## src/mem_axi_consts.svh

```systemverilog
`ifndef MEM_AXI_CONSTS_SVH
`define MEM_AXI_CONSTS_SVH

// Core word and AXI bus widths
`define MEM_DATA_WIDTH 64
`define MEM_ADDR_WIDTH 16

// Tag doubles as the AXI transaction ID
`define MEM_TAG_WIDTH 4

// 256 words of on-chip storage
`define MEM_DEPTH_LOG2 8

`endif

```

## src/mem_req_pkg.sv

```systemverilog
`default_nettype none

`include "mem_axi_consts.svh"

package mem_req_pkg;

    typedef logic [`MEM_DATA_WIDTH-1:0] mem_data_t;

    typedef logic [`MEM_DATA_WIDTH/8-1:0] mem_byteen_t;

    // Word address with the byte offset bits stripped
    typedef logic [`MEM_ADDR_WIDTH-4:0] mem_word_addr_t;

    typedef logic [`MEM_TAG_WIDTH-1:0] mem_tag_t;

endpackage

`default_nettype wire

```

## src/mem_ifs.sv

```systemverilog
`timescale 1ns/1ns
`default_nettype none

`include "mem_axi_consts.svh"


// Read responses from the bridge into the skid buffer
interface mem_rsp_if;

    logic                   valid;
    logic                   ready;
    mem_req_pkg::mem_data_t data;
    mem_req_pkg::mem_tag_t  tag;

    modport source (output valid, data, tag, input ready);

    modport sink (input valid, data, tag, output ready);

endinterface

`default_nettype wire

```

## src/rsp_skid_buffer.sv

```systemverilog
`timescale 1ns/1ns
`default_nettype none

module rsp_skid_buffer (
    input  logic                   clk,
    input  logic                   reset,
    mem_rsp_if.sink                rsp,
    output logic                   mem_rsp_valid,
    output mem_req_pkg::mem_data_t mem_rsp_data,
    output mem_req_pkg::mem_tag_t  mem_rsp_tag,
    input  logic                   mem_rsp_ready
);
    import mem_req_pkg::*;

    logic      skid_valid;
    mem_data_t skid_data;
    mem_tag_t  skid_tag;
    logic      push;
    logic      pop;
    logic      out_free;

    assign rsp.ready = !(mem_rsp_valid && skid_valid);
    assign push      = rsp.valid && rsp.ready;
    assign pop       = mem_rsp_valid && mem_rsp_ready;
    assign out_free  = !mem_rsp_valid || pop;

    always_ff @(posedge clk) begin
        if (reset) begin
            mem_rsp_valid <= 1'b0;
            skid_valid    <= 1'b0;
        end else if (out_free) begin
            mem_rsp_valid <= skid_valid || push;
            skid_valid    <= 1'b0;
        end else if (push) begin
            skid_valid    <= 1'b1;
        end
    end

    // Older entry moves to the output first
    always_ff @(posedge clk) begin
        if (out_free) begin
            if (skid_valid) begin
                mem_rsp_data <= skid_data;
                mem_rsp_tag  <= skid_tag;
            end else if (push) begin
                mem_rsp_data <= rsp.data;
                mem_rsp_tag  <= rsp.tag;
            end
        end
        if (push && !out_free) begin
            skid_data <= rsp.data;
            skid_tag  <= rsp.tag;
        end
    end

endmodule

`default_nettype wire
```

## src/flat_wrapper.sv

```systemverilog
// flat-port wrapper written by rule: the top's interface ports become plain ports
module rsp_skid_buffer_flat import mem_req_pkg::*;
  (clk, reset, mem_rsp_valid, mem_rsp_data, mem_rsp_tag, mem_rsp_ready, rsp_valid, rsp_data, rsp_tag, rsp_ready);
  mem_rsp_if rsp_i ();
  input  logic clk;
  input  logic reset;
  output logic mem_rsp_valid;
  output mem_req_pkg::mem_data_t mem_rsp_data;
  output mem_req_pkg::mem_tag_t mem_rsp_tag;
  input  logic mem_rsp_ready;
  input wire logic [$bits(rsp_i.valid)-1:0] rsp_valid;
  input wire logic [$bits(rsp_i.data)-1:0] rsp_data;
  input wire logic [$bits(rsp_i.tag)-1:0] rsp_tag;
  output wire logic [$bits(rsp_i.ready)-1:0] rsp_ready;
  assign rsp_i.valid = rsp_valid;
  assign rsp_i.data = rsp_data;
  assign rsp_i.tag = rsp_tag;
  assign rsp_ready = rsp_i.ready;
  rsp_skid_buffer u_core (.clk(clk), .reset(reset), .rsp(rsp_i), .mem_rsp_valid(mem_rsp_valid), .mem_rsp_data(mem_rsp_data), .mem_rsp_tag(mem_rsp_tag), .mem_rsp_ready(mem_rsp_ready));
endmodule
```

## config.mk

```make
export PLATFORM = sky130hd
export DESIGN_NAME = rsp_skid_buffer_flat
export DESIGN_NICKNAME = d
export VERILOG_FILES = /design/src/mem_req_pkg.sv /design/src/mem_ifs.sv /design/src/rsp_skid_buffer.sv /design/src/flat_wrapper.sv
export VERILOG_INCLUDE_DIRS = /design/src /design/src/src
export SDC_FILE = /design/constraint.sdc
export NUM_CORES = 1
export LEC_CHECK = 0
export ABC_AREA = 1
export ABC_CLOCK_PERIOD_IN_PS = 7800
export BUFFER_PORTS_ARGS = -buffer_cell sky130_fd_sc_hd__buf_4
export CAP_MARGIN = 40
export CORE_UTILIZATION = 40
export CTS_CLUSTER_DIAMETER = 40
export DETAILED_ROUTE_END_ITERATION = 7
export GPL_ROUTABILITY_DRIVEN = 1
export HOLD_SLACK_MARGIN = 0.02
export PLACE_DENSITY_LB_ADDON = 0.12
export SLEW_MARGIN = 20
export SYNTH_ARGS = -nofsm -noshare
export SYNTH_HDL_FRONTEND = slang
export SYNTH_SLANG_ARGS = --single-unit
```

## constraint.sdc

```tcl
create_clock -name clk -period 7.8 [get_ports clk]
set_input_delay 1.17 -clock clk [delete_from_list [all_inputs] [get_ports clk]]
set_output_delay 1.17 -clock clk [all_outputs]
set_load 0.1 [all_outputs]
```

# Word-level counts from Yosys, hierarchy flattened
# Cells that the tools add are included.
[op_classes]
order_cmp = 0
n_mul = 0
reduce_logical = 12
addsub = 0
div_mod_pow = 0
bitwise_logic = 0
n_eq_ne = 0
n_shift = 0
mux = 4
[op_table]
columns = ["op", "n"]
rows = [
  ["$mux 64", 2],
  ["$mux 4", 2],
  ["$logic_and 1x1->1", 4],
  ["$logic_not 1->1", 3],
  ["$logic_or 1x1->1", 2],
  ["$reduce_and 2->1", 1],
  ["$reduce_bool 2->1", 1],
  ["$reduce_or 2->1", 1],
]
[word_totals]
in_bits = 72
ram_bits = 0
word_cells = 22
latchBits = 0
romBits = 0
regBits = 138
memories = 0

# Depth between registers and ports, before layout
[logic_depth]
word_depth = 5
ltp_mapped = 6
mapped_depth_nobuf = 5

# Least setup slack after synthesis
# No wires, ideal clock.
[synth_timing]
kind = "flip-flop to flip-flop"
from = "register u_core.mem_rsp_valid"
to = "register u_core.skid_data[0] (enable)"
setup_ps = 577
setup_slack_ps = 832
arrival_ps = 6391
synth_period_minus_slack_ps = 6968
required_time_ps = 7223
path_stages_with_launch = 4
cell_sequence = "dfxtp_1 nand2_1 nand2_1 nor3_1"
[synth_via]
elab_chain_cells = 4
[synth_rtl]
columns = ["item", "line_no", "source"]
rows = [
  ["start, declared", "rsp_skid_buffer.sv:8", "output logic mem_rsp_valid,"],
  ["start signal, assigned", "rsp_skid_buffer.sv:32", "mem_rsp_valid <= skid_valid || push;"],
  ["$logic_and 1x1->1", "rsp_skid_buffer.sv:22", "assign rsp.ready = !(mem_rsp_valid && skid_valid);"],
  ["$logic_not 1->1", "rsp_skid_buffer.sv:22", ""],
  ["net rsp_ready", "flat_wrapper.sv:14", "output wire logic [$bits(rsp_i.ready)-1:0] rsp_ready;"],
  ["$logic_and 1x1->1", "rsp_skid_buffer.sv:23", "assign push = rsp.valid && rsp.ready;"],
  ["$logic_and 1x1->1", "rsp_skid_buffer.sv:50", "if (push && !out_free) begin"],
  ["end signal, assigned", "rsp_skid_buffer.sv:51", "skid_data <= rsp.data;"],
  ["end, declared", "rsp_skid_buffer.sv:16", "mem_data_t skid_data;"],
]
# The timed path passes the listed nets, and every way through them passes these cells.
# A chain may end at the register's enable or synchronous reset.

# Final worst setup path
[layout_timing]
from = "input port rsp_valid"
to = "register u_core.skid_data[6] (enable)"
[layout_via]
elab_chain_cells = 2
[layout_rtl]
columns = ["item", "line_no", "source"]
rows = [
  ["start, declared", "flat_wrapper.sv:11", "input wire logic [$bits(rsp_i.valid)-1:0] rsp_valid;"],
  ["$logic_and 1x1->1", "rsp_skid_buffer.sv:23", ""],
  ["$logic_and 1x1->1", "rsp_skid_buffer.sv:50", ""],
]
# No other way between the ends.

==> summary.md <==
| Metric | Value |
|---|---|
| Clock slew at reported path FFs | `0.06 ns` |
| Synth unique cells | `11` |
| Clk_skew | `0.0103 ns` |
| Htree depth | `4` |
| Buf/Inv on CP | `3` |
| Global Route met3 Usage | `0.0656` |
| Register area | `4130 um^2` |
| Worst r2r path cells | `5` |
| Clk pwr share | `0.396` |
| RePlAce Congestion | `0.735` |
| Seq pwr share | `0.440` |
| Ranking of synthesized cells by area | `edfxtp_1, nand2_1, buf_4` |
| Share of cells above drive strength 1 | `0.336` |
| FILL cells | `1036` |
| Unrepaired setup endpoints after global routing | `no` |
| Setup Buffers After CTS | `0` |
| Clk_lat worst skew | `0.41 ns` |
| Power per Cell Area | `289 nW/um^2` |
| Sw frac | `0.279` |
| Final setup viols | `0` |
| Syn nets | `442` |
| Busiest grt layer | `met2` |
| Area grow syn2layout | `36.0%` |
| CTS Sinks | `138` |
| Worst Setup Start Kind | `input pin` |
| Area of the core | `12200 um^2` |
| Crit path DAT | `2.67 ns` |
| Initial Util | `0.416` |
| Max transition margin | `0.508` |
| Yosys top cell by area | `edfxtp_1` |
| Largest net degree at the start of global routing | `72` |
| Number of port buffers | `141` |
| Die area | `13100 um^2` |
| P_leak | `2.90 nW` |
| Critical Path Stages | `5` |
| Final hold violations | `0` |
| IO Pins | `142` |
| Most numerous cell in the Yosys netlist | `nand2_1` |
| Number of synthesized flops with an enable pin | `136` |
| Status | `finished, final reports clean` |
| Initial antenna violation count | `0` |
| CP top delay family | `buffers and inverters` |
| Post-Syn Instances | `370` |
| Max Cap Viol | `0` |
| Cts hold-fix bufs | `0` |
| M2 GR Usage | `0.224` |
| FF+latch count, synth | `138` |
| Prevailing post-synth register cell | `edfxtp_1` |
| Sequential fraction of the synthesis area | `0.816` |
| CTS root buffer | `clkbuf_16` |
| Vias in the first global route | `2903` |
| Setup_tns | `0 ns` |
| Met1 usage | `0.208` |
| WP data required | `7.84 ns` |
| Via density | `4.43` |
| CP most frequent cell | `buf_4` |
| Cell count of the worst hold path | `2` |
| Overflow left after global routing | `0` |
| ANT cells | `0` |
| Setup Crit Path Kind | `input pin to flop` |
| Least-Margin Pin Slew | `0.738 ns` |
| Synth async-reset ratio | `0` |
| Cts bufs inserted | `17` |
| Vias | `3103` |
| CP max stage delay | `0.59 ns` |
| Logic pwr share | `0.163` |
| Maximum net fanout on the critical path | `53` |
| Setup crit end kind | `flop` |
| Cell Int Power | `1.43 mW` |
| Max IR drop VDD | `0.000121 V` |
| Dpl hpwl | `6150 um` |
| First-pass iteration count of the detailed router | `4` |
| Tot Pwr | `1.98 mW` |
| CTS tree | `done` |
| Initial DRC Count | `181` |
| HP Class | `flop to flop` |
| Post-synth top cells | `nand2_1, edfxtp_1, buf_2, buf_4, buf_6` |
| Sw Pwr | `0.553 mW` |
| Mapped Area | `5050 um^2` |
| Slowest CP cell | `buf_4` |
| Chip Width | `114 um` |
| Post-CTS sizing | `0` |
| Routed WL | `9730 um` |
| Max Fclk | `379 MHz` |
| Routed Antenna Nets | `0` |
| Crit share post-route | `0.338` |
| Total track usage | `0.157` |
| Warnings from Yosys | `0` |
| DR DRC count | `0` |
| Critical Path, Cell by Cell | `buf_4 > nand2_1 > nor3_2 > buf_4 > buf_4` |
| Syn_area_per_cell | `13.7 um^2` |
| Fin nets | `592` |
| Hold WS | `0.513 ns` |
| First-pass GRT wire length | `14900 um` |
| Max Root-Sink Buffers | `2` |
| Yosys top cell area share | `0.808` |
| Multi-input logic area | `823 um^2` |
| Routed len/inst | `13.9 um` |
| Num rows | `40` |
| Max Slew Vio Count | `0` |
| Height of the die | `114 um` |
| Crit path time final | `2.64 ns` |
[tightest hold or removal path, cell delays in order (launching register included)]
cell,delay (ns)
edfxtp_1,0.31
nand2_1,0.05
nand2_1,0.05
[layout make-up]
cell class / count / share of cell area
multi-input combinational: 214 / 0.120
clock inverter: 14 / 0.0226
clock buffer: 18 / 0.0624
sequential: 138 / 0.600
timing repair buffer: 146 / 0.162
inverter: 3 / 0.00200
tap: 168 / 0.0306
[cell families after synthesis]
family,count (synthesis),synth area share
AOI/OAI and AO/OA,2,0.00198
buffers and inverters,18,0.0243
DFF,138,0.816
and+or+nand+nor,212,0.158
[power groups by stage]
stage	logic, mW	registers (mW)	clock network, mW
6_report	0.324	0.874	0.786
5_1_grt	0.338	0.876	0.833
4_1_cts	0.324	0.874	0.800
3_5_place_dp	0.324	0.889	0
3_3_place_gp	0.321	0.889	0
2_1_floorplan	0.0375	1.09	0
[cells in the final DEF (no fill, tap or decap), types with 2 or more instances in the layout]
| master | count |
|---|---|
| buf_4 | 145 |
| inv_1 | 2 |
| clkinv_1 | 2 |
| clkinv_2 | 5 |
| bufinv_16 | 3 |
| edfxtp_1 | 136 |
| clkbuf_16 | 17 |
| clkinvlp_4 | 2 |
| nand2_1 | 210 |
| clkinv_4 | 2 |
[state kept, by name (all words and copies together), names as in the netlist]
register / cells
u_core.mem_rsp_data: 64
u_core.mem_rsp_tag: 4
u_core.mem_rsp_valid: 1
u_core.skid_data: 64
u_core.skid_tag: 4
u_core.skid_valid: 1
[routing by layer]
metal,up-vias,wire length (um)
li1,1552,-
met1,1420,4220
met2,119,4450
met3,12,902
met4,0,148
met5,-,0
[metrics by stage]
| stage | util | std cells | instance area [um^2] | setup slack (ns) |
|---|---|---|---|---|
| 6_report | 0.565 | 701 | 6870 | 5.16 |
| 5_1_grt | 0.565 | 701 | 6870 | 5.00 |
| 4_1_cts | 0.563 | 700 | 6850 | 4.99 |
| 3_5_place_dp | 0.515 | 668 | 6260 | 4.70 |
| 3_3_place_gp | 0.514 | 667 | 6250 | 4.39 |
| 2_1_floorplan | - | 370 | 5050 | 0.832 |
[worst paths after layout]
path	start	end	slack [ns]
worst max-delay path	rsp_valid	u_core.skid_data[6]$_DFFE_PP_	5.16
worst min-delay path	u_core.skid_data[45]$_DFFE_PP_	u_core.mem_rsp_data[45]$_DFFE_PP_	0.51
worst min register to register	u_core.skid_data[45]$_DFFE_PP_	u_core.mem_rsp_data[45]$_DFFE_PP_	0.51
worst max register to register	u_core.skid_valid$_SDFFE_PP0P_	u_core.mem_rsp_data[30]$_DFFE_PP_	5.21
Note: power is estimated with default switching activity, not from simulation.
