File: src/mem_axi_consts.svh
`ifndef MEM_AXI_CONSTS_SVH
`define MEM_AXI_CONSTS_SVH

// Core word and AXI bus widths
`define MEM_DATA_WIDTH 64
`define MEM_ADDR_WIDTH 16

// Tag doubles as the AXI transaction ID
`define MEM_TAG_WIDTH 4

// 256 words of on-chip storage
`define MEM_DEPTH_LOG2 8

`endif

File: src/axi_pkg.sv
`default_nettype none

`include "mem_axi_consts.svh"

package axi_pkg;

    typedef logic [`MEM_ADDR_WIDTH-1:0] axi_addr_t;

    typedef logic [`MEM_TAG_WIDTH-1:0] axi_id_t;

    // Beat size code as log2 of bytes per beat
    typedef logic [2:0] axi_size_t;

    typedef enum logic [1:0] {
        OKAY   = 2'b00,
        SLVERR = 2'b10
    } axi_resp_e;

    typedef enum logic [1:0] {
        RAM_IDLE,
        RAM_WDATA,
        RAM_BRESP,
        RAM_RDATA
    } ram_state_e;

endpackage

`default_nettype wire

File: src/mem_req_pkg.sv
`default_nettype none

`include "mem_axi_consts.svh"

package mem_req_pkg;

    typedef logic [`MEM_DATA_WIDTH-1:0] mem_data_t;

    typedef logic [`MEM_DATA_WIDTH/8-1:0] mem_byteen_t;

    // Word address with the byte offset bits stripped
    typedef logic [`MEM_ADDR_WIDTH-4:0] mem_word_addr_t;

    typedef logic [`MEM_TAG_WIDTH-1:0] mem_tag_t;

endpackage

`default_nettype wire

File: src/axi_if.sv
`timescale 1ns/1ns
`default_nettype none

interface axi_if;

    // Write address
    logic                     awvalid;
    logic                     awready;
    axi_pkg::axi_addr_t       awaddr;
    axi_pkg::axi_id_t         awid;
    axi_pkg::axi_size_t       awsize;

    // Write data
    logic                     wvalid;
    logic                     wready;
    mem_req_pkg::mem_data_t   wdata;
    mem_req_pkg::mem_byteen_t wstrb;
    logic                     wlast;

    // Write response
    logic                     bvalid;
    logic                     bready;
    axi_pkg::axi_id_t         bid;
    axi_pkg::axi_resp_e       bresp;

    // Read address
    logic                     arvalid;
    logic                     arready;
    axi_pkg::axi_addr_t       araddr;
    axi_pkg::axi_id_t         arid;
    axi_pkg::axi_size_t       arsize;

    // Read data
    logic                     rvalid;
    logic                     rready;
    mem_req_pkg::mem_data_t   rdata;
    axi_pkg::axi_id_t         rid;
    axi_pkg::axi_resp_e       rresp;
    logic                     rlast;

    modport master (
        output awvalid, awaddr, awid, awsize,
        input  awready,
        output wvalid, wdata, wstrb, wlast,
        input  wready,
        input  bvalid, bid, bresp,
        output bready,
        output arvalid, araddr, arid, arsize,
        input  arready,
        input  rvalid, rdata, rid, rresp, rlast,
        output rready
    );

    modport slave (
        input  awvalid, awaddr, awid, awsize,
        output awready,
        input  wvalid, wdata, wstrb, wlast,
        output wready,
        output bvalid, bid, bresp,
        input  bready,
        input  arvalid, araddr, arid, arsize,
        output arready,
        output rvalid, rdata, rid, rresp, rlast,
        input  rready
    );

endinterface

`default_nettype wire

File: src/mem_ifs.sv
`timescale 1ns/1ns
`default_nettype none

`include "mem_axi_consts.svh"

// Storage port between the AXI target controller and the word array
interface ram_port_if;

    logic                       en;
    logic                       we;
    logic [`MEM_DEPTH_LOG2-1:0] idx;
    mem_req_pkg::mem_byteen_t   strb;
    mem_req_pkg::mem_data_t     wdata;
    mem_req_pkg::mem_data_t     rdata;

    modport ctrl (
        output en, we, idx, strb, wdata,
        input  rdata
    );

    modport array (
        input  en, we, idx, strb, wdata,
        output rdata
    );

endinterface


`default_nettype wire

File: src/axi_ram_ctrl.sv
`timescale 1ns/1ns
`default_nettype none

`include "mem_axi_consts.svh"

module axi_ram_ctrl (
    input  logic    clk,
    input  logic    reset,
    axi_if.slave    axi,
    ram_port_if.ctrl ram
);
    import axi_pkg::*;

    localparam int WORD_SIZE = $clog2(`MEM_DATA_WIDTH / 8);
    localparam int IDX_LSB   = WORD_SIZE;
    localparam int IDX_MSB   = `MEM_DEPTH_LOG2 + WORD_SIZE - 1;

    ram_state_e                 state;
    axi_id_t                    id_q;
    logic [`MEM_DEPTH_LOG2-1:0] idx_q;
    logic                       err_q;
    logic                       ar_fire;
    logic                       aw_fire;
    logic                       w_fire;
    logic                       ar_bad;
    axi_resp_e                  resp;

    // Word index past the RAM depth, or a beat size other than one full word
    function automatic logic addr_bad(input axi_addr_t addr, input axi_size_t size);
        return (|addr[`MEM_ADDR_WIDTH-1:IDX_MSB+1]) || (size != axi_size_t'(WORD_SIZE));
    endfunction

    assign ar_fire = axi.arvalid && axi.arready;
    assign aw_fire = axi.awvalid && axi.awready;
    assign w_fire  = axi.wvalid && axi.wready;
    assign ar_bad  = addr_bad(axi.araddr, axi.arsize);

    // Reads win over writes when both arrive in idle
    assign axi.arready = (state == RAM_IDLE);
    assign axi.awready = (state == RAM_IDLE) && !axi.arvalid;
    assign axi.wready  = (state == RAM_WDATA);

    always_ff @(posedge clk) begin
        if (reset) begin
            state <= RAM_IDLE;
        end else begin
            case (state)
                RAM_IDLE: begin
                    if (ar_fire) begin
                        state <= RAM_RDATA;
                    end else if (aw_fire) begin
                        state <= RAM_WDATA;
                    end
                end
                RAM_WDATA: if (w_fire) state <= RAM_BRESP;
                RAM_BRESP: if (axi.bready) state <= RAM_IDLE;
                RAM_RDATA: if (axi.rready) state <= RAM_IDLE;
                default:   state <= RAM_IDLE;
            endcase
        end
    end

    always_ff @(posedge clk) begin
        if (state == RAM_IDLE && ar_fire) begin
            id_q  <= axi.arid;
            err_q <= ar_bad;
        end else if (state == RAM_IDLE && aw_fire) begin
            id_q  <= axi.awid;
            idx_q <= axi.awaddr[IDX_MSB:IDX_LSB];
            err_q <= addr_bad(axi.awaddr, axi.awsize);
        end else if (w_fire && !axi.wlast) begin
            // Only single-beat writes are supported
            err_q <= 1'b1;
        end
    end

    // Read is launched on AR acceptance so data is ready in RAM_RDATA
    assign ram.en    = (ar_fire && !ar_bad) || (w_fire && axi.wlast && !err_q);
    assign ram.we    = (state == RAM_WDATA);
    assign ram.idx   = (state == RAM_IDLE) ? axi.araddr[IDX_MSB:IDX_LSB] : idx_q;
    assign ram.strb  = axi.wstrb;
    assign ram.wdata = axi.wdata;

    assign resp      = err_q ? SLVERR : OKAY;

    assign axi.bvalid = (state == RAM_BRESP);
    assign axi.bid    = id_q;
    assign axi.bresp  = resp;

    assign axi.rvalid = (state == RAM_RDATA);
    assign axi.rdata  = err_q ? '0 : ram.rdata;
    assign axi.rid    = id_q;
    assign axi.rresp  = resp;
    assign axi.rlast  = 1'b1;

endmodule

`default_nettype wire

File: src/flat_wrapper.sv
// flat-port wrapper written by rule: the top's interface ports become plain ports
module axi_ram_ctrl_flat import axi_pkg::*;
  (clk, reset, axi_awvalid, axi_awaddr, axi_awid, axi_awsize, axi_awready, axi_wvalid, axi_wdata, axi_wstrb, axi_wlast, axi_wready, axi_bvalid, axi_bid, axi_bresp, axi_bready, axi_arvalid, axi_araddr, axi_arid, axi_arsize, axi_arready, axi_rvalid, axi_rdata, axi_rid, axi_rresp, axi_rlast, axi_rready, ram_en, ram_we, ram_idx, ram_strb, ram_wdata, ram_rdata);
  axi_if axi_i ();
  ram_port_if ram_i ();
  input  logic clk;
  input  logic reset;
  input wire logic [$bits(axi_i.awvalid)-1:0] axi_awvalid;
  input wire logic [$bits(axi_i.awaddr)-1:0] axi_awaddr;
  input wire logic [$bits(axi_i.awid)-1:0] axi_awid;
  input wire logic [$bits(axi_i.awsize)-1:0] axi_awsize;
  output wire logic [$bits(axi_i.awready)-1:0] axi_awready;
  input wire logic [$bits(axi_i.wvalid)-1:0] axi_wvalid;
  input wire logic [$bits(axi_i.wdata)-1:0] axi_wdata;
  input wire logic [$bits(axi_i.wstrb)-1:0] axi_wstrb;
  input wire logic [$bits(axi_i.wlast)-1:0] axi_wlast;
  output wire logic [$bits(axi_i.wready)-1:0] axi_wready;
  output wire logic [$bits(axi_i.bvalid)-1:0] axi_bvalid;
  output wire logic [$bits(axi_i.bid)-1:0] axi_bid;
  output wire logic [$bits(axi_i.bresp)-1:0] axi_bresp;
  input wire logic [$bits(axi_i.bready)-1:0] axi_bready;
  input wire logic [$bits(axi_i.arvalid)-1:0] axi_arvalid;
  input wire logic [$bits(axi_i.araddr)-1:0] axi_araddr;
  input wire logic [$bits(axi_i.arid)-1:0] axi_arid;
  input wire logic [$bits(axi_i.arsize)-1:0] axi_arsize;
  output wire logic [$bits(axi_i.arready)-1:0] axi_arready;
  output wire logic [$bits(axi_i.rvalid)-1:0] axi_rvalid;
  output wire logic [$bits(axi_i.rdata)-1:0] axi_rdata;
  output wire logic [$bits(axi_i.rid)-1:0] axi_rid;
  output wire logic [$bits(axi_i.rresp)-1:0] axi_rresp;
  output wire logic [$bits(axi_i.rlast)-1:0] axi_rlast;
  input wire logic [$bits(axi_i.rready)-1:0] axi_rready;
  output wire logic [$bits(ram_i.en)-1:0] ram_en;
  output wire logic [$bits(ram_i.we)-1:0] ram_we;
  output wire logic [$bits(ram_i.idx)-1:0] ram_idx;
  output wire logic [$bits(ram_i.strb)-1:0] ram_strb;
  output wire logic [$bits(ram_i.wdata)-1:0] ram_wdata;
  input wire logic [$bits(ram_i.rdata)-1:0] ram_rdata;
  assign axi_i.awvalid = axi_awvalid;
  assign axi_i.awaddr = axi_awaddr;
  assign axi_i.awid = axi_awid;
  assign axi_i.awsize = axi_awsize;
  assign axi_awready = axi_i.awready;
  assign axi_i.wvalid = axi_wvalid;
  assign axi_i.wdata = axi_wdata;
  assign axi_i.wstrb = axi_wstrb;
  assign axi_i.wlast = axi_wlast;
  assign axi_wready = axi_i.wready;
  assign axi_bvalid = axi_i.bvalid;
  assign axi_bid = axi_i.bid;
  assign axi_bresp = axi_i.bresp;
  assign axi_i.bready = axi_bready;
  assign axi_i.arvalid = axi_arvalid;
  assign axi_i.araddr = axi_araddr;
  assign axi_i.arid = axi_arid;
  assign axi_i.arsize = axi_arsize;
  assign axi_arready = axi_i.arready;
  assign axi_rvalid = axi_i.rvalid;
  assign axi_rdata = axi_i.rdata;
  assign axi_rid = axi_i.rid;
  assign axi_rresp = axi_i.rresp;
  assign axi_rlast = axi_i.rlast;
  assign axi_i.rready = axi_rready;
  assign ram_en = ram_i.en;
  assign ram_we = ram_i.we;
  assign ram_idx = ram_i.idx;
  assign ram_strb = ram_i.strb;
  assign ram_wdata = ram_i.wdata;
  assign ram_i.rdata = ram_rdata;
  axi_ram_ctrl u_core (.clk(clk), .reset(reset), .axi(axi_i), .ram(ram_i));
endmodule
File: config.mk
export PLATFORM = sky130hd
export DESIGN_NAME = axi_ram_ctrl_flat
export DESIGN_NICKNAME = d
export VERILOG_FILES = /design/src/axi_pkg.sv /design/src/mem_req_pkg.sv /design/src/axi_if.sv /design/src/mem_ifs.sv /design/src/axi_ram_ctrl.sv /design/src/flat_wrapper.sv
export VERILOG_INCLUDE_DIRS = /design/src /design/src/src
export SDC_FILE = /design/constraint.sdc
export NUM_CORES = 1
export LEC_CHECK = 0
export ABC_AREA = 1
export BUFFER_PORTS_ARGS = -buffer_cell sky130_fd_sc_hd__clkbuf_2
export CAP_MARGIN = 15
export CORE_AREA = 4 4 134 136
export DETAILED_ROUTE_END_ITERATION = 12
export DIE_AREA = 0 0 138 140
export GPL_ROUTABILITY_DRIVEN = 0
export HOLD_SLACK_MARGIN = 0.05
export MAX_ROUTING_LAYER = met4
export PLACE_DENSITY = 0.51
export SYNTH_ARGS = -nofsm -noshare
export SYNTH_HDL_FRONTEND = slang
export SYNTH_SLANG_ARGS = --single-unit
File: constraint.sdc
create_clock -name clk -period 1.4 [get_ports clk]
set_input_delay 0.07 -clock clk [delete_from_list [all_inputs] [get_ports clk]]
set_output_delay 0.07 -clock clk [all_outputs]
set_load 0.01 [all_outputs]
Word level (Yosys, flattened, before mapping):

Index checks and enable logic that the tools add are counted.

* bits in registers: 15
* input port bits: 190
* output and inout bits: 164
* word-level logic and storage cells: 52

* equality and inequality tests: 9
* multiplexer cells: 14
* bitwise operators: 1
* reduce and logical (&&, ||, !) cells: 24

Operators with widths (count)
* two-way mux 64 bit: 1
* two-way mux 2 bit: 6
* logical AND 1 bit: 10
* OR reduction 5 bit: 2
* two-way mux 4 bit: 2
* two-way mux 8 bit: 1
* one-hot mux 2 bit (4 select lines): 1
* inequality test 3 x 2 -> 1 bit, second input constant: 2
* == test 2 bit, second input constant: 2
* zero test 1 bit: 4
* inequality test 2 x 1 -> 1 bit, second input constant: 2
* AND reduction 4 bit: 1
* logical OR 1 bit: 3
* two-way mux 1 bit: 3
* inequality test 3 bit, second input constant: 1
* nonzero test 3 bit: 1
* == test 2 x 1 -> 1 bit, second input constant: 1
* zero test 2 bit: 1
* inequality test 2 bit, second input constant: 1
* AND reduction 2 bit: 1
* nonzero test 2 bit: 1
* NOT 1 bit: 1

Depth between registers and ports, before layout:

* word-level depth: 6
* mapped depth: 7
* mapped depth without buffers: 6

Least setup slack after synthesis:

OpenSTA, ideal clock, no wires.

* path kind: register to register
* start: reg u_core.state[1]
* end: reg u_core.id_q[0] (netlist: u_core.axi.bid[0]), enable pin
* library setup time: 304 ps
* data arrival time: 1183 ps
* data required time: 1096 ps
* slack: -87 ps
* cell stages (with the launch flop): 7
* path buffers: 1
* clock period less this slack: 1487 ps
* cell sequence: dfxtp_1 > nor2_2 > inv_2 > buf_6 > nor3_4 > nor2_2 > inv_1

* cells in the longest elaborated chain, start to end: 5
* elaborated cells between the ends (all ways): 7
* those cells by class: reduce/logical (7)

RTL lines
* start: declaration: line axi_ram_ctrl.sv:18 `ram_state_e state;`
* start signal: assignment: line axi_ram_ctrl.sv:45 `state <= RAM_IDLE;`
* start signal: assignment: line axi_ram_ctrl.sv:50 `state <= RAM_RDATA;`
* start signal: assignment: line axi_ram_ctrl.sv:52 `state <= RAM_WDATA;`
* zero test 2 bit *
* logical AND 1 bit: line axi_ram_ctrl.sv:40 `assign axi.awready = (state == RAM_IDLE) && !axi.arvalid;`
* logical AND 1 bit: line axi_ram_ctrl.sv:34 `assign aw_fire = axi.awvalid && axi.awready;`
* logical AND 1 bit: line axi_ram_ctrl.sv:67 `end else if (state == RAM_IDLE && aw_fire) begin`
* nonzero test 2 bit (no source line) *
* end signal: assignment: line axi_ram_ctrl.sv:65 `id_q <= axi.arid;`
* end signal: assignment: line axi_ram_ctrl.sv:68 `id_q <= axi.awid;`
* end: declaration: line axi_ram_ctrl.sv:19 `axi_id_t id_q;`

Mark *: on every way between the ends. The rest lies on a longest branch, timed or not.
A chain may end at the register's enable or synchronous reset.

Worst setup path in the final report:

* start: reg u_core.state[0]
* end: out ram_en

* cells in the longest elaborated chain, start to end: 5
* elaborated cells between the ends (all ways): 8
* those cells by class: eq/ne (1); reduce/logical (7)

RTL lines
* == test 2 x 1 -> 1 bit: line axi_ram_ctrl.sv:41 `assign axi.wready = (state == RAM_WDATA);`
* logical AND 1 bit: line axi_ram_ctrl.sv:35 `assign w_fire = axi.wvalid && axi.wready;`
* logical AND 1 bit (2 in a row): line axi_ram_ctrl.sv:78 `assign ram.en = (ar_fire && !ar_bad) || (w_fire && axi.wlast && !err_q);`
* logical OR 1 bit *: line axi_ram_ctrl.sv:78
* end: declaration: line flat_wrapper.sv:33 `output wire logic [$bits(ram_i.en)-1:0] ram_en;`

Marked as above.

==> results.cfg <==
[status]
status = finished clean

[clock_tree]
cts_htree_levels = 1
clk_latency_ps = 250
cts_buffer_depth = 2
cts.reportedPaths.clkPinSlew_ps = 50
cts-buffers-inserted = 3
root_buffer = clkbuf_16
tritoncts = built
cts_sinks = 15

[die]
boundaryPins = 354
rows = 48
start_util_pct = 11.6
coreArea_um2 = 16900
die_h_um = 140
dieArea_um2 = 19300
die_w_um = 138

[synthesis]
synth_edf_count = 13
ys_seq_area_share_pct = 22.0
postSynthCellCount = 319
synth_compound_area_share_pct = 2.17
synthXorXnorAreaFrac_pct = 0
syn_avg_cell_area_um2 = 6.13
ys_ff_latch = 15
synth_top_area_share_pct = 31.5
synth_fa_ha_area_share_pct = 0
synth_area_leaders = buf_4 31%, edfxtp_1 20%, inv_1 15%, nor2_1 13%, nand2_1 8.4%
ys_warn_count = 0
synth-simple-area-share_pct = 26.2
synth-async-reset-ratio_pct = 0
syn-cell-area_um2 = 1960
synthDistinctLibCells = 24
synth_top_flop_cell = edfxtp_1
synth_top_family_by_area = buffers and inverters
yosys.area.top_type = buf_4
synth_mux_area_share_pct = 0

[global_routing]
grt_max_degree = 68
grt_antenna_before_repair = 0
grt_usage_pct = 7.24
overflow = 0
grt_pass1_vias = 2192
grt_pass1_wl_mm = 10.9

[final_layout]
multi_input_area_um2 = 581
most-common-layout-cells = 199 x clkbuf_2, 77 x inv_1, 68 x nor2_1
final_area_um2 = 2890
drive_gt1_share_pct = 50.4
syn2layout_area_growth_pct = 47.6
diodes = 0
final_util_pct = 17.1
fillers = 1960
final_common_cell = clkbuf_2
num-nets-final = 647
regArea_um2 = 435

[power]
netSwitchingFraction_pct = 30.9
comb_power_share_pct = 37.5
power_density_nw_per_um2 = 625
leakage_uw = 0.00184
intPower_uw = 1250
seqPwrFrac_pct = 30.9
clock_power_share_pct = 31.6
ir_drop_uv = 354
p_sw_uw = 558

[sta]
hold_viol = 0
setup_viol = 0
skew_ps = 4.90
drv_slew = 0
finalCritPeriodShare_pct = 96.9
fmax_mhz = 737
min_period_ps = 1360
rsz0062_at_grt = yes

[drt]
drtPass1Iterations = 4
vias = 2160
routed_via_density = 3.17
drtIter0Drc = 74
antenna_left = 0
totalWireLength_mm = 7.39
drcViolationCount = 0
wl_per_cell_um = 10.8

[placed_design]
io_buffer_count = 200
post_dp_cell_area_um2 = 2660
hpwl_mm = 6.52

[worst_setup_path]
arrival_ps = 1290
ff2ff_path_depth = 6
worstSetupPathType = register to output pin
crit_fanout = 4
start_kind = register
worst_ep_required_time_ps = 1330
critPathCaptureType = output pin

[hold_path]
holdPathStages = 3
hold_class = primary input to register

[run]
drv_cap = 0
synthesized netlist by cell type (2+ instances only):
cell type	count
buf_4	82
inv_1	78
nor2_1	69
nand2_1	44
edfxtp_1	13
clkbuf_1	6
nand3_1	4
nor2_2	3
o21ai_0	3
conb_1	2
dfxtp_1	2
registers in the layout, summed over array words and instances (netlist names):
register / flops
u_core.axi.bid: 4
u_core.err_q: 1
u_core.idx_q: 8
u_core.state: 2
worst max-delay path, cell delays in order, from the launching register on:
cell and delay (ps):
dfxtp_4 360, buf_4 110, inv_1 50, nor2_2 150
nand3_1 90, o21ai_1 130, buf_2 160
routing by layer:
metal	wire [µm]	global-route usage, %
met5	0	-
met4	139	2.03
met3	1300	4.81
met2	2980	9.99
met1	2970	8.58
path summary, 6_finish.rpt:
check	start	end	slack, ps
worst min register to register	u_core.state[1]	u_core.state[1]	700
worst max-delay path	u_core.state[0]	ram_en	40
worst min-delay path	axi_awid[0]	u_core.axi.bid[0]	90
worst max register to register	u_core.state[0]	u_core.axi.bid[3]	40
power by group through the flow:
stage               registers (µW)  clock network (µW)  logic (µW)
finish                         558                 570         677
global route                   562                 607         763
CTS                            558                 594         693
detailed placement             570                   0         631
global placement               569                   0         628
floorplan                      579                   0         532
layout make-up:
cell class	count	area share, %
Clock buffer	3	2.60
Sequential cell	15	15.1
Tap cell	225	9.75
Timing Repair Buffer	223	41.9
Clock inverter	1	0.260
Multi-Input combinational cell	135	20.1
Inverter	79	10.4
stage by stage:
step	cells	setup slack, ps	power [µW]	hold slack (ps)	setup TNS, ps
2_1_floorplan	320	-20.1	1110	125	-76.8
3_3_place_gp	663	88.1	1200	140	0
3_5_place_dp	663	41.4	1200	140	0
4_1_cts	682	-31.2	1850	88.4	-43.2
5_1_grt	681	-70.7	1930	110	-864
6_report	681	43.5	1810	92.4	0
cells by family (layout without fill, tap and decap cells):
family	Yosys count	count (layout)
buf+inv	170	306
simple gates	126	126
flops	15	15
compound gates	6	6
other cells	2	3
repair_timing:
| action | in CTS | in global routing |
|---|---|---|
| resized for setup | 5 | 2 |
| hold endpoints to repair | 10 | 0 |
| setup buffers | 6 | 0 |
| pin swaps | 3 | 3 |
| cloned | 0 | 0 |
| endpoints found under the setup margin | 1 | 15 |
| hold buffers | 9 | 0 |
(Power assumes the default switching activity.)
