File: src/mem_axi_consts.svh
`ifndef MEM_AXI_CONSTS_SVH
`define MEM_AXI_CONSTS_SVH

// Core word and AXI bus widths
`define MEM_DATA_WIDTH 64
`define MEM_ADDR_WIDTH 16

// Tag doubles as the AXI transaction ID
`define MEM_TAG_WIDTH 4

// 256 words of on-chip storage
`define MEM_DEPTH_LOG2 8

`endif

File: src/axi_pkg.sv
`default_nettype none

`include "mem_axi_consts.svh"

package axi_pkg;

    typedef logic [`MEM_ADDR_WIDTH-1:0] axi_addr_t;

    typedef logic [`MEM_TAG_WIDTH-1:0] axi_id_t;

    // Beat size code as log2 of bytes per beat
    typedef logic [2:0] axi_size_t;

    typedef enum logic [1:0] {
        OKAY   = 2'b00,
        SLVERR = 2'b10
    } axi_resp_e;

    typedef enum logic [1:0] {
        RAM_IDLE,
        RAM_WDATA,
        RAM_BRESP,
        RAM_RDATA
    } ram_state_e;

endpackage

`default_nettype wire

File: src/mem_req_pkg.sv
`default_nettype none

`include "mem_axi_consts.svh"

package mem_req_pkg;

    typedef logic [`MEM_DATA_WIDTH-1:0] mem_data_t;

    typedef logic [`MEM_DATA_WIDTH/8-1:0] mem_byteen_t;

    // Word address with the byte offset bits stripped
    typedef logic [`MEM_ADDR_WIDTH-4:0] mem_word_addr_t;

    typedef logic [`MEM_TAG_WIDTH-1:0] mem_tag_t;

endpackage

`default_nettype wire

File: src/axi_if.sv
`timescale 1ns/1ns
`default_nettype none

interface axi_if;

    // Write address
    logic                     awvalid;
    logic                     awready;
    axi_pkg::axi_addr_t       awaddr;
    axi_pkg::axi_id_t         awid;
    axi_pkg::axi_size_t       awsize;

    // Write data
    logic                     wvalid;
    logic                     wready;
    mem_req_pkg::mem_data_t   wdata;
    mem_req_pkg::mem_byteen_t wstrb;
    logic                     wlast;

    // Write response
    logic                     bvalid;
    logic                     bready;
    axi_pkg::axi_id_t         bid;
    axi_pkg::axi_resp_e       bresp;

    // Read address
    logic                     arvalid;
    logic                     arready;
    axi_pkg::axi_addr_t       araddr;
    axi_pkg::axi_id_t         arid;
    axi_pkg::axi_size_t       arsize;

    // Read data
    logic                     rvalid;
    logic                     rready;
    mem_req_pkg::mem_data_t   rdata;
    axi_pkg::axi_id_t         rid;
    axi_pkg::axi_resp_e       rresp;
    logic                     rlast;

    modport master (
        output awvalid, awaddr, awid, awsize,
        input  awready,
        output wvalid, wdata, wstrb, wlast,
        input  wready,
        input  bvalid, bid, bresp,
        output bready,
        output arvalid, araddr, arid, arsize,
        input  arready,
        input  rvalid, rdata, rid, rresp, rlast,
        output rready
    );

    modport slave (
        input  awvalid, awaddr, awid, awsize,
        output awready,
        input  wvalid, wdata, wstrb, wlast,
        output wready,
        output bvalid, bid, bresp,
        input  bready,
        input  arvalid, araddr, arid, arsize,
        output arready,
        output rvalid, rdata, rid, rresp, rlast,
        input  rready
    );

endinterface

`default_nettype wire

File: src/mem_ifs.sv
`timescale 1ns/1ns
`default_nettype none

`include "mem_axi_consts.svh"


// Read responses from the bridge into the skid buffer
interface mem_rsp_if;

    logic                   valid;
    logic                   ready;
    mem_req_pkg::mem_data_t data;
    mem_req_pkg::mem_tag_t  tag;

    modport source (output valid, data, tag, input ready);

    modport sink (input valid, data, tag, output ready);

endinterface

`default_nettype wire

File: src/mem_axi_adapter.sv
`timescale 1ns/1ns
`default_nettype none

`include "mem_axi_consts.svh"

module mem_axi_adapter (
    input  logic                        clk,
    input  logic                        reset,
    input  logic                        mem_req_valid,
    input  logic                        mem_req_rw,
    input  mem_req_pkg::mem_byteen_t    mem_req_byteen,
    input  mem_req_pkg::mem_word_addr_t mem_req_addr,
    input  mem_req_pkg::mem_data_t      mem_req_data,
    input  mem_req_pkg::mem_tag_t       mem_req_tag,
    output logic                        mem_req_ready,
    axi_if.master                       axi,
    mem_rsp_if.source                   rsp,
    output logic                        axi_error
);
    import axi_pkg::*;

    localparam int AXI_SIZE = $clog2(`MEM_DATA_WIDTH / 8);

    logic aw_ack;
    logic w_ack;
    logic write_ready;
    logic req_fire;
    logic b_fire;
    logic r_fire;

    assign req_fire = mem_req_valid && mem_req_ready;
    assign b_fire   = axi.bvalid && axi.bready;
    assign r_fire   = axi.rvalid && axi.rready;

    // Remember which write channels already completed for the current request
    always_ff @(posedge clk) begin
        if (reset || req_fire) begin
            aw_ack <= 1'b0;
            w_ack  <= 1'b0;
        end else begin
            aw_ack <= aw_ack || (axi.awvalid && axi.awready);
            w_ack  <= w_ack || (axi.wvalid && axi.wready);
        end
    end

    assign axi.awvalid = mem_req_valid && mem_req_rw && !aw_ack;
    assign axi.awaddr  = axi_addr_t'(mem_req_addr) << AXI_SIZE;
    assign axi.awid    = mem_req_tag;
    assign axi.awsize  = axi_size_t'(AXI_SIZE);

    assign axi.wvalid  = mem_req_valid && mem_req_rw && !w_ack;
    assign axi.wdata   = mem_req_data;
    assign axi.wstrb   = mem_req_byteen;
    assign axi.wlast   = 1'b1;

    // Write responses are never stalled
    assign axi.bready  = 1'b1;

    assign axi.arvalid = mem_req_valid && !mem_req_rw;
    assign axi.araddr  = axi_addr_t'(mem_req_addr) << AXI_SIZE;
    assign axi.arid    = mem_req_tag;
    assign axi.arsize  = axi_size_t'(AXI_SIZE);

    assign rsp.valid   = axi.rvalid;
    assign rsp.data    = axi.rdata;
    assign rsp.tag     = axi.rid;
    assign axi.rready  = rsp.ready;

    assign write_ready   = (axi.awready || aw_ack) && (axi.wready || w_ack);
    assign mem_req_ready = mem_req_rw ? write_ready : axi.arready;

    // Sticky until reset
    always_ff @(posedge clk) begin
        if (reset) begin
            axi_error <= 1'b0;
        end else if ((b_fire && axi.bresp != OKAY) ||
                     (r_fire && (axi.rresp != OKAY || !axi.rlast))) begin
            axi_error <= 1'b1;
        end
    end

endmodule

`default_nettype wire

File: src/flat_wrapper.sv
// flat-port wrapper written by rule: the top's interface ports become plain ports
module mem_axi_adapter_flat import axi_pkg::*;
  (clk, reset, mem_req_valid, mem_req_rw, mem_req_byteen, mem_req_addr, mem_req_data, mem_req_tag, mem_req_ready, axi_error, axi_awvalid, axi_awaddr, axi_awid, axi_awsize, axi_awready, axi_wvalid, axi_wdata, axi_wstrb, axi_wlast, axi_wready, axi_bvalid, axi_bid, axi_bresp, axi_bready, axi_arvalid, axi_araddr, axi_arid, axi_arsize, axi_arready, axi_rvalid, axi_rdata, axi_rid, axi_rresp, axi_rlast, axi_rready, rsp_valid, rsp_data, rsp_tag, rsp_ready);
  axi_if axi_i ();
  mem_rsp_if rsp_i ();
  input  logic clk;
  input  logic reset;
  input  logic mem_req_valid;
  input  logic mem_req_rw;
  input  mem_req_pkg::mem_byteen_t mem_req_byteen;
  input  mem_req_pkg::mem_word_addr_t mem_req_addr;
  input  mem_req_pkg::mem_data_t mem_req_data;
  input  mem_req_pkg::mem_tag_t mem_req_tag;
  output logic mem_req_ready;
  output logic axi_error;
  output wire logic [$bits(axi_i.awvalid)-1:0] axi_awvalid;
  output wire logic [$bits(axi_i.awaddr)-1:0] axi_awaddr;
  output wire logic [$bits(axi_i.awid)-1:0] axi_awid;
  output wire logic [$bits(axi_i.awsize)-1:0] axi_awsize;
  input wire logic [$bits(axi_i.awready)-1:0] axi_awready;
  output wire logic [$bits(axi_i.wvalid)-1:0] axi_wvalid;
  output wire logic [$bits(axi_i.wdata)-1:0] axi_wdata;
  output wire logic [$bits(axi_i.wstrb)-1:0] axi_wstrb;
  output wire logic [$bits(axi_i.wlast)-1:0] axi_wlast;
  input wire logic [$bits(axi_i.wready)-1:0] axi_wready;
  input wire logic [$bits(axi_i.bvalid)-1:0] axi_bvalid;
  input wire logic [$bits(axi_i.bid)-1:0] axi_bid;
  input wire logic [$bits(axi_i.bresp)-1:0] axi_bresp;
  output wire logic [$bits(axi_i.bready)-1:0] axi_bready;
  output wire logic [$bits(axi_i.arvalid)-1:0] axi_arvalid;
  output wire logic [$bits(axi_i.araddr)-1:0] axi_araddr;
  output wire logic [$bits(axi_i.arid)-1:0] axi_arid;
  output wire logic [$bits(axi_i.arsize)-1:0] axi_arsize;
  input wire logic [$bits(axi_i.arready)-1:0] axi_arready;
  input wire logic [$bits(axi_i.rvalid)-1:0] axi_rvalid;
  input wire logic [$bits(axi_i.rdata)-1:0] axi_rdata;
  input wire logic [$bits(axi_i.rid)-1:0] axi_rid;
  input wire logic [$bits(axi_i.rresp)-1:0] axi_rresp;
  input wire logic [$bits(axi_i.rlast)-1:0] axi_rlast;
  output wire logic [$bits(axi_i.rready)-1:0] axi_rready;
  output wire logic [$bits(rsp_i.valid)-1:0] rsp_valid;
  output wire logic [$bits(rsp_i.data)-1:0] rsp_data;
  output wire logic [$bits(rsp_i.tag)-1:0] rsp_tag;
  input wire logic [$bits(rsp_i.ready)-1:0] rsp_ready;
  assign axi_awvalid = axi_i.awvalid;
  assign axi_awaddr = axi_i.awaddr;
  assign axi_awid = axi_i.awid;
  assign axi_awsize = axi_i.awsize;
  assign axi_i.awready = axi_awready;
  assign axi_wvalid = axi_i.wvalid;
  assign axi_wdata = axi_i.wdata;
  assign axi_wstrb = axi_i.wstrb;
  assign axi_wlast = axi_i.wlast;
  assign axi_i.wready = axi_wready;
  assign axi_i.bvalid = axi_bvalid;
  assign axi_i.bid = axi_bid;
  assign axi_i.bresp = axi_bresp;
  assign axi_bready = axi_i.bready;
  assign axi_arvalid = axi_i.arvalid;
  assign axi_araddr = axi_i.araddr;
  assign axi_arid = axi_i.arid;
  assign axi_arsize = axi_i.arsize;
  assign axi_i.arready = axi_arready;
  assign axi_i.rvalid = axi_rvalid;
  assign axi_i.rdata = axi_rdata;
  assign axi_i.rid = axi_rid;
  assign axi_i.rresp = axi_rresp;
  assign axi_i.rlast = axi_rlast;
  assign axi_rready = axi_i.rready;
  assign rsp_valid = rsp_i.valid;
  assign rsp_data = rsp_i.data;
  assign rsp_tag = rsp_i.tag;
  assign rsp_i.ready = rsp_ready;
  mem_axi_adapter u_core (.clk(clk), .reset(reset), .mem_req_valid(mem_req_valid), .mem_req_rw(mem_req_rw), .mem_req_byteen(mem_req_byteen), .mem_req_addr(mem_req_addr), .mem_req_data(mem_req_data), .mem_req_tag(mem_req_tag), .mem_req_ready(mem_req_ready), .axi(axi_i), .rsp(rsp_i), .axi_error(axi_error));
endmodule
File: config.mk
export PLATFORM = sky130hd
export DESIGN_NAME = mem_axi_adapter_flat
export DESIGN_NICKNAME = d
export VERILOG_FILES = /design/src/axi_pkg.sv /design/src/mem_req_pkg.sv /design/src/axi_if.sv /design/src/mem_ifs.sv /design/src/mem_axi_adapter.sv /design/src/flat_wrapper.sv
export VERILOG_INCLUDE_DIRS = /design/src /design/src/src
export SDC_FILE = /design/constraint.sdc
export NUM_CORES = 1
export LEC_CHECK = 0
export ABC_CLOCK_PERIOD_IN_PS = 800
export BUFFER_PORTS_ARGS = -buffer_cell sky130_fd_sc_hd__buf_2
export CORE_AREA = 8 8 138 140
export DETAILED_ROUTE_END_ITERATION = 12
export DIE_AREA = 0 0 146 148
export GPL_TIMING_DRIVEN = 0
export SLEW_MARGIN = 20
export SYNTH_ARGS = -nofsm -noshare
export SYNTH_HDL_FRONTEND = slang
export SYNTH_SLANG_ARGS = --single-unit
File: constraint.sdc
create_clock -name clk -period 0.8 [get_ports clk]
set_input_delay 0.04 -clock clk [delete_from_list [all_inputs] [get_ports clk]]
set_output_delay 0.04 -clock clk [all_outputs]
set_load 0.005 [all_outputs]
Word level (Yosys, flattened, before mapping)
Index checks and enable logic that the tools add are counted.
{"block": "totals", "register_bits": 3, "inputBits": 176, "out_inout_bits": 195, "word_cells": 28}
{"block": "op_classes", "n_reduce_logical": 24, "muxes": 1}
{"cell": "logical AND 1 bit", "count": 11}
{"cell": "logical OR 1 bit", "count": 7}
{"cell": "zero test 1 bit", "count": 4}
{"cell": "nonzero test 2 bit", "count": 2}
{"cell": "2-to-1 mux 1 bit", "count": 1}

Logic depth before layout (Yosys ltp)
{"block": "logic_depth", "word_depth": 5, "mapped_depth": 3, "ltp_nobuf": 3}

Worst setup path before layout
OpenSTA, ideal clock, no wires.
{"block": "synth_path", "kind": "reg2reg", "from": "reg u_core.w_ack", "to": "reg u_core.aw_ack", "synth_period_minus_slack_ps": 676, "setup_ps": 73, "slack_ps": 124, "n_path_buf": 0, "arrival_ps": 603, "stages_incl_launch_ff": 4, "cell_sequence": "dfxtp_1 -> nor2_1 -> nor2_1 -> nor3_2"}
{"block": "synth_between", "elab_chain_cells": 5}
{"element": "start: declaration", "line_no": "mem_axi_adapter.sv:25", "source": "logic w_ack;"}
{"element": "start signal: assignment", "line_no": "mem_axi_adapter.sv:42", "source": "w_ack <= w_ack || (axi.wvalid && axi.wready);"}
{"element": "logical OR 1 bit", "line_no": "mem_axi_adapter.sv:69", "source": "assign write_ready = (axi.awready || aw_ack) && (axi.wready || w_ack);"}
{"element": "logical AND 1 bit", "line_no": "mem_axi_adapter.sv:69"}
{"element": "2-to-1 mux 1 bit", "line_no": "mem_axi_adapter.sv:70", "source": "assign mem_req_ready = mem_req_rw ? write_ready : axi.arready;"}
{"element": "logical AND 1 bit", "line_no": "mem_axi_adapter.sv:31", "source": "assign req_fire = mem_req_valid && mem_req_ready;"}
{"element": "logical OR 1 bit", "line_no": "mem_axi_adapter.sv:37", "source": "if (reset || req_fire) begin"}
{"element": "end signal: assignment", "line_no": "mem_axi_adapter.sv:41", "source": "aw_ack <= aw_ack || (axi.awvalid && axi.awready);"}
{"element": "end: declaration", "line_no": "mem_axi_adapter.sv:24", "source": "logic aw_ack;"}
Every way passes these cells.
A chain may end at the register's enable or synchronous reset.

Worst setup path in the final report
{"block": "layout_path", "from": "reg u_core.w_ack", "to": "out mem_req_ready"}
{"block": "layout_between", "elab_chain_cells": 3}
{"element": "logical OR 1 bit", "line_no": "mem_axi_adapter.sv:69"}
{"element": "logical AND 1 bit", "line_no": "mem_axi_adapter.sv:69"}
{"element": "2-to-1 mux 1 bit", "line_no": "mem_axi_adapter.sv:70"}
{"element": "end: declaration", "line_no": "flat_wrapper.sv:14", "source": "output logic mem_req_ready;"}
Every way passes these cells.

==> metrics.cfg <==
[logic_synthesis]
yosys_warnings = 0
synth_cell_types = 14
synth_area_um2 = 1615
synthTopCellsByCount = 190 x buf_4, 6 x nor2_1, 3 x a31oi_1, 3 x dfxtp_1
ys_ff_latch = 3
ys.flop_type = dfxtp_1
synth.most_common_cell = buf_4
synth_largest_area_cell = buf_4
synth_edf_count = 0
avgSynthCellArea_um2 = 7.478
yosysSeqAreaShare_pct = 3.718
syn_inst = 216
synthArstFlopShare_pct = 0
yosysTopAreaCellShare_pct = 88.30
synth_area_leaders = buf_4 88%, dfxtp_1 3.7%, nor2_1 1.4%

[drt]
drc = 0
first_pass_iters = 4
viasPerCell = 2.749
vias = 1798
wl_per_cell_um = 12.48
ant_nets = 0
wirelength_mm = 8.165
drt_iter0_markers = 18

[finish]
stdcell_count = 654
multiInputGateArea_um2 = 190.2
fin_nets = 606
fillCellCount = 1919
seq_area_um2 = 62.56
drive_above_1_share_pct = 93.47
synthToLayoutAreaGrowth_pct = 88.54
n_antenna_cell = 0

[global_route]
grt_max_degree = 7
grt_remaining_overflow = 0
grt_pass1_wl_mm = 11.31
track_usage_pct = 6.402
grt_pass1_vias = 2014
antenna_found_initial = 0

[power_and_ir_drop]
ir_worst_vdd_mv = 0.6534
p_comb_share_pct = 58.9
p_seq_share_pct = 7.0
p_per_area_nw_per_um2 = 777.4
p_int_mw = 1.762
clock_power_share_pct = 34.1
finalPower_mw = 2.367
switchingPower_mw = 0.6053
sw_frac_of_total_pct = 25.57
p_leak_nw = 1.858

[die]
start_util_pct = 9.538
ios = 371
fp-row-count = 48
core_um2 = 16940
die-area_um2 = 21610
die_h_um = 148
die_x_um = 146

[critical_path]
arrival_ps = 860
cp_data_required_time_ps = 760
cp-end-kind = output pin
critPathKind = reg2out
r2r_slack_ps = 10
reg2reg_depth = 4
worst_setup_path_start_kind = register
r2r_start = u_core.w_ack
r2r-end = u_core.aw_ack
path_max_fanout = 3

[sta]
final-hold-violation-count = 0
fmax_ghz = 1.109
setup_viol = 3
timing.setup.tns_ps = -221.3
grt_setup_unrepaired = yes
period_share_pct = 112.7
min_period_ps = 901.6
clock_skew_ps = 3.089
slew_viol_final = 0
fin_ws_ps = -101.6

[cts]
clk_pin_slew_ps = 30
clock_latency_ps = 220
numCtsBuffers = 3
tritoncts = done
cts_hold_buffers = 0
clockBufferDepth = 2
htreeDepth = 1
cts.sinks = 3
cts_root_buf = clkbuf_16

[job]
max_cap_viol_count = 0

[worst_hold_path]
holdPathEnd = u_core.axi_error
hold_path.class = in2reg
min_from = reset
hold_path_depth = 2

[status]
violations = negative setup slack
outcome = complete, but fails checks

[placement]
gp_congestion = 0.7586
numPortBuffers = 195
place.detailed.hpwl_mm = 7.778
post-place-cells = 648

-- worst max-delay path by stage --
stage / slack, ps / cells past startpoint / start / to
2_1_floorplan: 120 / 3 / u_core.w_ack / u_core.aw_ack
3_3_place_gp: -200 / 3 / axi_rresp[1] / u_core.axi_error
3_5_place_dp: -180 / 3 / axi_rresp[1] / u_core.axi_error
4_1_cts: -140 / 3 / u_core.aw_ack / mem_req_ready
5_1_grt: -140 / 3 / u_core.aw_ack / mem_req_ready
6_report: -100 / 3 / u_core.w_ack / mem_req_ready
-- final cells by class --
| type | count | share of cell area [%] |
|---|---|---|
| timing repair buffer | 197 | 32.66 |
| clock buffer | 4 | 2.588 |
| multi-input combinational | 32 | 6.245 |
| inverter | 3 | 0.3698 |
| buffer | 190 | 46.84 |
| tap | 225 | 9.244 |
| sequential | 3 | 2.054 |
-- registers in the layout, summed over array words and instances (netlist names) --
register and flops:
u_core.aw_ack 1, u_core.axi_error 1, u_core.w_ack 1
-- worst max-delay path, stage by stage, from the launching register on --
cell and delay [ps]:
dfxtp_2 350, nor2_4 40, o2bb2ai_2 120, buf_2 130
-- cells in the final DEF (no fill, tap or decap) --
| cell type | instances |
|---|---|
| nor3_2 | 2 |
| clkbuf_1 | 1 |
| a31o_1 | 1 |
| o311ai_1 | 1 |
| dfxtp_1 | 1 |
| buf_2 | 195 |
| conb_1 | 14 |
| inv_1 | 2 |
| and2b_2 | 1 |
| nor2_1 | 3 |
| nor2_2 | 1 |
| a31oi_1 | 3 |
| buf_6 | 1 |
| o21ai_2 | 1 |
| o21ai_0 | 1 |
| buf_4 | 191 |
| clkbuf_16 | 3 |
| o2bb2ai_2 | 1 |
| inv_2 | 1 |
| nor2_4 | 2 |
| dfxtp_2 | 2 |
| nand2_1 | 1 |
-- cell families (layout without fill, tap and decap cells) --
kind of cell           after synthesis  in the layout  share of synthesized area [%]
AO/OA/AOI/OAI                        8              8                          3.409
AND/OR/NAND/NOR                     10             10                          3.408
buffers and inverters              193            394                          89.00
flip-flops                           3              3                          3.718
other                                2             14                         0.4649
-- metrics by stage --
stage | util (%) | worst slack, ps | hold slack (ps) | cell area, um2
finish | 17.98 | -101.6 | 8.715 | 3045
CTS | 17.75 | -136.9 | 17.43 | 3007
detailed placement | 17.23 | -184.5 | 249.5 | 2918
global placement | 17.23 | -204.0 | 249.7 | 2918
global route | 17.98 | -138.0 | 25.32 | 3045
floorplan | - | 123.8 | 109.4 | 1660
-- power groups by stage --
| stage | Clock (mW) | Sequential [mW] | Combinational [mW] |
|---|---|---|---|
| 2_1_floorplan | 0 | 0.167 | 0.819 |
| 3_5_place_dp | 0 | 0.166 | 1.39 |
| 4_1_cts | 0.835 | 0.164 | 1.40 |
| 5_1_grt | 0.849 | 0.167 | 1.51 |
| 6_report | 0.806 | 0.166 | 1.39 |
| 3_3_place_gp | 0 | 0.166 | 1.38 |
-- metal layers --
| metal | vias up | routed length (um) | share of wire, % | track usage (%) |
|---|---|---|---|---|
| met2 | 187 | 4344 | 53 | 11.93 |
| met1 | 727 | 2575 | 32 | 5.931 |
| met4 | 0 | 31 | 0.38 | 1.391 |
| met5 | - | 0 | 0 | 0 |
| li1 | 882 | - | - | - |
| met3 | 2 | 1213 | 15 | 3.730 |
-- what timing repair did --
action,in CTS,in global routing
resized for setup,3,9
endpoints found under the hold margin,0,0
setup endpoints to repair,3,6
gates cloned,0,0
setup buffers,1,1
pin swaps,6,3
(Power assumes the default switching activity.)
